`config.mk`:
```
export PLATFORM = sky130hd
export DESIGN_NAME = cacheTop
export DESIGN_NICKNAME = d
export VERILOG_FILES = /design/src/cachePkg.sv /design/src/backingStore.sv /design/src/cacheTop.sv /design/src/lruCache.sv /design/src/lruShiftStore.sv /design/src/readMerge.sv
export SDC_FILE = /design/constraint.sdc
export NUM_CORES = 2
export LEC_CHECK = 0
export BUFFER_PORTS_ARGS = -buffer_cell sky130_fd_sc_hd__buf_2
export CORE_ASPECT_RATIO = 1.4
export CORE_UTILIZATION = 60
export DETAILED_ROUTE_END_ITERATION = 7
export GPL_ROUTABILITY_DRIVEN = 0
export PLACE_DENSITY = 0.8
export SLEW_MARGIN = 10
export SYNTH_ARGS = -nofsm -noshare
export SYNTH_HDL_FRONTEND = slang
export SYNTH_SLANG_ARGS = --single-unit
```
`constraint.sdc`:
```
create_clock -name clk -period 47.9 [get_ports clk]
set_clock_uncertainty 0.05 [all_clocks]
set_input_delay 2.395 -clock clk [delete_from_list [all_inputs] [get_ports clk]]
set_output_delay 2.395 -clock clk [all_outputs]
set_load 0.005 [all_outputs]
```
`src/cachePkg.sv`:
```
// Cache shared definitions
`default_nettype none

package cachePkg;

    // Request address width, 64 words in the backing store
    localparam int AddrWidth = 6;

    // Data word width
    localparam int DataWidth = 16;

    // Number of fully associative cache cells
    localparam int CellCount = 4;

    // A cell holds the address in the upper bits and the word in the lower bits
    localparam int EntryWidth = AddrWidth + DataWidth;

    // Width of the update kind code sent from the merge to the cache
    localparam int KindWidth = 2;

    // Move a resident entry back to the newest position
    localparam logic [KindWidth-1:0] UpdPromote = 2'd0;

    // Bring a missed read word in as the newest entry
    localparam logic [KindWidth-1:0] UpdFill = 2'd1;

    // Bring a written word in as the newest entry
    localparam logic [KindWidth-1:0] UpdInsert = 2'd2;

endpackage

`default_nettype wire

```
`src/backingStore.sv`:
```
// Backing word store
`timescale 1ns/10ps
`default_nettype none

module backingStore #(
    parameter int AddrWidth = cachePkg::AddrWidth,
    parameter int DataWidth = cachePkg::DataWidth
) (
    input  wire logic                 clk,
    input  wire logic                 rst,
    input  wire logic                 lookValid,
    input  wire logic                 lookWrite,
    input  wire logic [AddrWidth-1:0] lookAddr,
    input  wire logic [DataWidth-1:0] lookData,
    output logic                      memValid,
    output logic      [DataWidth-1:0] memData
);

    localparam int WordCount = 2 ** AddrWidth;

    logic [DataWidth-1:0] words [WordCount];

    // The whole store starts out as zero words
    always_ff @(posedge clk or posedge rst) begin
        if (rst) begin
            for (int i = 0; i < WordCount; i++) begin
                words[i] <= '0;
            end
        end else if (lookValid && lookWrite) begin
            words[lookAddr] <= lookData;
        end
    end

    always_ff @(posedge clk or posedge rst) begin
        if (rst) begin
            memValid <= 1'b0;
        end else begin
            memValid <= lookValid;
        end
    end

    // A write answers with the word it stores, a read with the old contents
    always_ff @(posedge clk) begin
        if (lookValid) begin
            memData <= lookWrite ? lookData : words[lookAddr];
        end
    end

endmodule

`default_nettype wire

```
`src/cacheTop.sv`:
```
// LRU cache top level
`timescale 1ns/10ps
`default_nettype none

module cacheTop #(
    parameter int AddrWidth = cachePkg::AddrWidth,
    parameter int DataWidth = cachePkg::DataWidth,
    parameter int CellCount = cachePkg::CellCount
) (
    input  wire logic                 clk,
    input  wire logic                 rst,
    input  wire logic                 reqValid,
    input  wire logic                 reqWrite,
    input  wire logic [AddrWidth-1:0] reqAddr,
    input  wire logic [DataWidth-1:0] reqData,
    input  wire logic                 rspReady,
    output logic                      reqReady,
    output logic                      rspValid,
    output logic      [DataWidth-1:0] rspData,
    output logic                      rspHit
);

    localparam int IndexWidth = $clog2(CellCount);

    logic                           lookValid;
    logic                           hitValid;
    logic                           hit;
    logic [DataWidth-1:0]           hitData;
    logic [IndexWidth-1:0]          hitIndex;
    logic                           memValid;
    logic [DataWidth-1:0]           memData;
    logic                           updValid;
    logic [cachePkg::KindWidth-1:0] updKind;
    logic [IndexWidth-1:0]          updIndex;
    logic [AddrWidth-1:0]           updAddr;
    logic [DataWidth-1:0]           updData;
    logic                           busy;

    // Only one transaction is in flight, so a request is taken only when idle
    assign reqReady = !busy;
    assign lookValid = reqValid && reqReady;

    // Cache search and backing store read run side by side
    lruCache #(
        .AddrWidth(AddrWidth),
        .DataWidth(DataWidth),
        .CellCount(CellCount)
    ) uLruCache (
        .clk(clk),
        .rst(rst),
        .lookValid(lookValid),
        .lookAddr(reqAddr),
        .updValid(updValid),
        .updKind(updKind),
        .updIndex(updIndex),
        .updAddr(updAddr),
        .updData(updData),
        .hitValid(hitValid),
        .hit(hit),
        .hitData(hitData),
        .hitIndex(hitIndex)
    );

    backingStore #(
        .AddrWidth(AddrWidth),
        .DataWidth(DataWidth)
    ) uBackingStore (
        .clk(clk),
        .rst(rst),
        .lookValid(lookValid),
        .lookWrite(reqWrite),
        .lookAddr(reqAddr),
        .lookData(reqData),
        .memValid(memValid),
        .memData(memData)
    );

    readMerge #(
        .AddrWidth(AddrWidth),
        .DataWidth(DataWidth),
        .CellCount(CellCount)
    ) uReadMerge (
        .clk(clk),
        .rst(rst),
        .lookValid(lookValid),
        .lookWrite(reqWrite),
        .lookAddr(reqAddr),
        .lookData(reqData),
        .hitValid(hitValid),
        .hit(hit),
        .hitData(hitData),
        .hitIndex(hitIndex),
        .memValid(memValid),
        .memData(memData),
        .rspReady(rspReady),
        .rspValid(rspValid),
        .rspData(rspData),
        .rspHit(rspHit),
        .updValid(updValid),
        .updKind(updKind),
        .updIndex(updIndex),
        .updAddr(updAddr),
        .updData(updData),
        .busy(busy)
    );

endmodule

`default_nettype wire

```
`src/lruCache.sv`:
```
// Fully associative LRU cache
`timescale 1ns/10ps
`default_nettype none

module lruCache #(
    parameter int AddrWidth = cachePkg::AddrWidth,
    parameter int DataWidth = cachePkg::DataWidth,
    parameter int CellCount = cachePkg::CellCount
) (
    input  wire logic                           clk,
    input  wire logic                           rst,
    input  wire logic                           lookValid,
    input  wire logic [AddrWidth-1:0]           lookAddr,
    input  wire logic                           updValid,
    input  wire logic [cachePkg::KindWidth-1:0] updKind,
    input  wire logic [$clog2(CellCount)-1:0]   updIndex,
    input  wire logic [AddrWidth-1:0]           updAddr,
    input  wire logic [DataWidth-1:0]           updData,
    output logic                                hitValid,
    output logic                                hit,
    output logic      [DataWidth-1:0]           hitData,
    output logic      [$clog2(CellCount)-1:0]   hitIndex
);

    localparam int EntryWidth = AddrWidth + DataWidth;
    localparam int IndexWidth = $clog2(CellCount);

    logic [CellCount*EntryWidth-1:0] cells;
    logic [CellCount-1:0]            cellValid;
    logic [CellCount-1:0]            shiftEn;
    logic [CellCount-1:0]            partialMask;
    logic [CellCount-1:0]            kindMask;
    logic                            matchHit;
    logic [IndexWidth-1:0]           matchIndex;
    logic [DataWidth-1:0]            matchData;

    lruShiftStore #(
        .CellCount(CellCount),
        .EntryWidth(EntryWidth)
    ) uStore (
        .clk(clk),
        .rst(rst),
        .shiftEn(shiftEn),
        .shiftIn({updAddr, updData}),
        .validIn(updValid),
        .cells(cells),
        .cellValid(cellValid)
    );

    // Search every valid cell for the requested address
    // Addresses are unique in the store, so at most one cell matches
    always_comb begin
        matchHit = 1'b0;
        matchIndex = '0;
        matchData = '0;
        for (int i = 0; i < CellCount; i++) begin
            if (cellValid[i] && cells[i*EntryWidth+DataWidth +: AddrWidth] == lookAddr) begin
                matchHit = 1'b1;
                matchIndex = IndexWidth'(i);
                matchData = cells[i*EntryWidth +: DataWidth];
            end
        end
    end

    always_ff @(posedge clk or posedge rst) begin
        if (rst) begin
            hitValid <= 1'b0;
            hit <= 1'b0;
        end else begin
            hitValid <= lookValid;
            // The hit flag is kept until the next lookup so an insert can use it
            if (lookValid) begin
                hit <= matchHit;
            end
        end
    end

    always_ff @(posedge clk) begin
        if (lookValid) begin
            hitData <= matchData;
            hitIndex <= matchIndex;
        end
    end

    // Cells from the newest one up to the old position of the entry
    always_comb begin
        partialMask = '0;
        for (int i = 0; i < CellCount; i++) begin
            partialMask[i] = (i <= int'(updIndex));
        end
    end

    // A hitting insert overwrites its old slot, every other new entry drops the oldest
    always_comb begin
        case (updKind)
            cachePkg::UpdPromote: kindMask = partialMask;
            cachePkg::UpdFill:    kindMask = '1;
            cachePkg::UpdInsert:  kindMask = hit ? partialMask : '1;
            default:              kindMask = '0;
        endcase
        shiftEn = updValid ? kindMask : '0;
    end

endmodule

`default_nettype wire

```
`src/lruShiftStore.sv`:
```
// Age ordered cell store
`timescale 1ns/10ps
`default_nettype none

module lruShiftStore #(
    parameter int CellCount = cachePkg::CellCount,
    parameter int EntryWidth = cachePkg::EntryWidth
) (
    input  wire logic                            clk,
    input  wire logic                            rst,
    input  wire logic [CellCount-1:0]            shiftEn,
    input  wire logic [EntryWidth-1:0]           shiftIn,
    input  wire logic                            validIn,
    output logic      [CellCount*EntryWidth-1:0] cells,
    output logic      [CellCount-1:0]            cellValid
);

    // Position 0 is the newest entry, the last position the oldest
    logic [EntryWidth-1:0] entryQ [CellCount];

    // A cell takes part in the tag compare only while its valid bit is set
    always_ff @(posedge clk or posedge rst) begin
        if (rst) begin
            cellValid <= '0;
        end else begin
            if (shiftEn[0]) begin
                cellValid[0] <= validIn;
            end
            for (int i = 1; i < CellCount; i++) begin
                if (shiftEn[i]) begin
                    cellValid[i] <= cellValid[i-1];
                end
            end
        end
    end

    // Each enabled cell takes its neighbor from the newer side
    always_ff @(posedge clk) begin
        if (shiftEn[0]) begin
            entryQ[0] <= shiftIn;
        end
        for (int i = 1; i < CellCount; i++) begin
            if (shiftEn[i]) begin
                entryQ[i] <= entryQ[i-1];
            end
        end
    end

    // Flatten the cells for the tag compare
    always_comb begin
        for (int i = 0; i < CellCount; i++) begin
            cells[i*EntryWidth +: EntryWidth] = entryQ[i];
        end
    end

endmodule

`default_nettype wire

```
`src/readMerge.sv`:
```
// Result merge and response control
`timescale 1ns/10ps
`default_nettype none

module readMerge #(
    parameter int AddrWidth = cachePkg::AddrWidth,
    parameter int DataWidth = cachePkg::DataWidth,
    parameter int CellCount = cachePkg::CellCount
) (
    input  wire logic                           clk,
    input  wire logic                           rst,
    input  wire logic                           lookValid,
    input  wire logic                           lookWrite,
    input  wire logic [AddrWidth-1:0]           lookAddr,
    input  wire logic [DataWidth-1:0]           lookData,
    input  wire logic                           hitValid,
    input  wire logic                           hit,
    input  wire logic [DataWidth-1:0]           hitData,
    input  wire logic [$clog2(CellCount)-1:0]   hitIndex,
    input  wire logic                           memValid,
    input  wire logic [DataWidth-1:0]           memData,
    input  wire logic                           rspReady,
    output logic                                rspValid,
    output logic      [DataWidth-1:0]           rspData,
    output logic                                rspHit,
    output logic                                updValid,
    output logic      [cachePkg::KindWidth-1:0] updKind,
    output logic      [$clog2(CellCount)-1:0]   updIndex,
    output logic      [AddrWidth-1:0]           updAddr,
    output logic      [DataWidth-1:0]           updData,
    output logic                                busy
);

    // Idle, wait for results, respond, update the cache, let the update settle
    localparam logic [2:0] StIdle = 3'd0;
    localparam logic [2:0] StWait = 3'd1;
    localparam logic [2:0] StResp = 3'd2;
    localparam logic [2:0] StUpd  = 3'd3;
    localparam logic [2:0] StDone = 3'd4;

    logic [2:0]           state;
    logic                 bothIn;
    logic                 capWrite;
    logic [DataWidth-1:0] capData;
    logic                 capHit;

    // Cache and store register the same lookup, so both results arrive in one cycle
    assign bothIn = hitValid && memValid;

    always_ff @(posedge clk or posedge rst) begin
        if (rst) begin
            state <= StIdle;
        end else begin
            case (state)
                StIdle: begin
                    if (lookValid) begin
                        state <= StWait;
                    end
                end
                StWait: begin
                    if (bothIn) begin
                        state <= StResp;
                    end
                end
                StResp: begin
                    if (rspReady) begin
                        state <= StUpd;
                    end
                end
                StUpd:   state <= StDone;
                default: state <= StIdle;
            endcase
        end
    end

    always_ff @(posedge clk) begin
        if (lookValid) begin
            capWrite <= lookWrite;
            capData <= lookData;
            updAddr <= lookAddr;
        end
        if (hitValid) begin
            capHit <= hit;
            updIndex <= hitIndex;
        end
        // The response word stays put until the requester takes it
        if (state == StWait && bothIn) begin
            rspData <= capWrite ? capData : (hit ? hitData : memData);
        end
    end

    assign rspValid = (state == StResp);
    assign rspHit = capHit;
    assign updValid = (state == StUpd);
    assign updData = rspData;
    assign busy = (state != StIdle);

    always_comb begin
        if (capWrite) begin
            updKind = cachePkg::UpdInsert;
        end else if (capHit) begin
            updKind = cachePkg::UpdPromote;
        end else begin
            updKind = cachePkg::UpdFill;
        end
    end

endmodule

`default_nettype wire

```
==> results_dict.tcl <==
set metrics [dict create \
    outcome "complete, but fails checks" \
    violations "DRC" \
    path_class "input port to asynchronous set/reset pin" \
    totalWireLength_mm 151 \
    relSlewSlack_pct 3.27 \
    route.detailed.drc 7 \
    synth_top_family_by_area "multiplexers" \
    synth_compound_area_share_pct 6.19 \
    synth.most_common_cell "dfrtp_1" \
    end_kind "asynchronous set/reset pin" \
    overflow 0 \
    synthMuxAreaShare_pct 28.6 \
    cp_max_fo 173 \
    fp.coreArea_um2 88300 \
    post-cts-setup-buffer-count 0 \
    required_ns 48.53 \
    stdcell_count 4863 \
    ys_async_sr_fraction_pct 86.3 \
    track_usage_pct 34.0 \
    clkSlewWorstSetupHoldPaths_ns 0.07 \
    antenna_found_initial 13 \
    regArea_um2 30800 \
    drt-wirelength-per-cell_um 31.0 \
    dp_cells 4658 \
    yosysSeqAreaShare_pct 57.5 \
    cts.hold.buffers_added 0 \
    synth_top_area_share_pct 48.3 \
    maxCapViolCount 0 \
    drive_above_1_share_pct 40.6 \
    multi_input_area_um2 21000 \
    powerDensity_nw_per_um2 41.1 \
    cts_max_level 3 \
    yosys-top-cells-area "dfrtp_1, mux2_2, edfxtp_1" \
    vdd_drop_max_v 0.0000330 \
    arrival_ns 6.72 \
    synth_top_cell_by_area "dfrtp_1" \
    root_buffer "clkbuf_16" \
    die_w_um 254 \
    clock-sinks 1197 \
    cts_made_buffers 108 \
    synth_nets 3736 \
    synth_simple_gate_area_share_pct 3.97 \
    setup_viol 0 \
    portBuffers 45 \
    syn_to_final_growth_pct 8.04 \
    die_area_um2 90400 \
    synth_area_um2 53500 \
    fmax_mhz 164 \
    initialDrtViolationCount 3866 \
    hold_viol 0 \
    synth-edff-count 164 \
    synthCells 3709 \
    hp-class "flop to flop" \
    die_h_um 355 \
    synth.distinct_cells 67 \
    rows 129 \
    tns_ns 0 \
    cts_resized 0 \
    clk_latency_ns 0.70 \
    ant_nets 0 \
    cts_tree "done" \
    avgSynthCellArea_um2 14.4 \
    synth.ff_latch_count 1197 \
    r2r_setup_slack_ns 44.38 \
    rsz0062_at_grt "no" \
    vias 33720 \
    dp_hpwl_mm 90.5 \
    start_kind "input port" \
    first_pass_iters 8 \
    slew_viol_final 0 \
    total_leakage_power_nw 26.6 \
    initial_utilization_pct 60.6 \
    vias_per_cell 6.93 \
    cts.path.max_buffers 3 \
    grt_max_degree 174 \
    synth_warnings 0 \
    synthAdderAreaFrac_pct 0 \
    nNetsFinal 3616 \
    synthFlopType "dfrtp_1" \
    ios 46 \
    tightest_slew_ns 1.45 \
    first_global_vias 34640 \
    netlist_top_cells_count "dfrtp_1, mux2_2, clkbuf_1" \
    period_share_pct 12.7 \
    synth_xor_area_share_pct 0.393 \
    fillers 6122 \
    layout_min_cycle_time_ns 6.10 \
    grt_first_pass_wirelength_mm 226 \
]
-- worst max-delay path, cell delays in order --
cell and delay, ns:
buf_2 0.13, inv_8 0.62, buf_4 0.80, buf_12 0.75, buf_4 0.74, buf_4 0.87
-- cell type report --
type | instances | share of cell area [%]
clock inverter | 27 | 0.390
multi-input combinational | 2151 | 36.4
sequential | 1197 | 53.3
timing repair buffer | 121 | 1.46
tap | 1179 | 2.55
clock buffer | 174 | 5.82
inverter | 10 | 0.0801
antenna | 4 | 0.0173
-- kinds of logic after synthesis --
kind of cell,after synthesis
AO/OA/AOI/OAI,467
XOR/XNOR,24
buffers and inverters,361
flip-flops,1197
multiplexers,1257
AND/OR/NAND/NOR,403
-- worst paths after layout --
check / startpoint / to / cells after the start
worst max-delay path: rst / uBackingStore.words[617] / 6
worst min-delay path: uReadMerge.updAddr[0] / uLruCache.uStore.entryQ[0][16] / 0
worst max register to register: uReadMerge.state[2] / uBackingStore.words[86] / 7
worst min register to register: uReadMerge.updAddr[0] / uLruCache.uStore.entryQ[0][16] / 0
max in group clk: reqAddr[0] / uBackingStore.memData[3] / 9
min in group asynchronous: rst / uBackingStore.words[224] / 2
-- power breakdown --
group / internal (mW) / switching, mW
clock: 0.491 / 0.383
sequential: 1.15 / 0.0635
combinational: 0.122 / 0.163
-- state kept, by name, summed over array words and instances, names as in the netlist --
signal and cells:
uReadMerge.state 3, uReadMerge.updIndex 2, uLruCache.hitData 16, uReadMerge.rspData 16
uBackingStore.memData 16, uReadMerge.rspHit 1, uBackingStore.memValid 1, uReadMerge.capWrite 1
uLruCache.hitIndex 2, uReadMerge.updAddr 6, uLruCache.uStore.cellValid 4, uBackingStore.words 1024
uLruCache.hit 1, uLruCache.uStore.entryQ 88, uReadMerge.capData 16
-- per-stage QoR --
step / instance area [um^2] / hold WS [ns] / utilization (%) / total power [mW] / worst slack (ns)
6_report: 57800 / 0.368 / 65.5 / 2.38 / 41.80
5_1_grt: 57800 / 0.381 / 65.4 / 2.45 / 41.11
4_1_cts: 57800 / 0.370 / 65.4 / 2.37 / 41.71
3_5_place_dp: 54200 / 0.355 / 61.4 / 1.51 / 41.02
3_3_place_gp: 54200 / 0.352 / 61.4 / 1.50 / 41.06
2_1_floorplan: 53500 / 0.350 / - / 1.42 / 16.38
-- cells in the final DEF (no fill, tap or decap), types with 17 or more instances in the layout --
master / instances
o22ai_1: 19
nand2_1: 150
edfxtp_1: 164
o31ai_1: 17
mux2_2: 985
a221oi_1: 144
clkbuf_16: 113
buf_4: 74
nand3_1: 27
o21ai_0: 132
clkbuf_1: 30
clkinv_2: 21
buf_2: 42
nor2_1: 90
nor2_4: 35
nand2_2: 19
a21oi_1: 39
mux2i_1: 148
a22oi_1: 46
clkbuf_8: 31
mux4_2: 120
dfrtp_1: 1033
-- metal layers --
| metal | global-route usage, % | routed length (um) | share of wire (%) |
|---|---|---|---|
| met1 | 41.5 | 54100 | 36 |
| met5 | 0 | 120 | 0.080 |
| met2 | 52.6 | 70000 | 46 |
| met4 | 25.4 | 13100 | 8.7 |
| met3 | 8.13 | 13200 | 8.8 |
(Power assumes the default switching activity.)
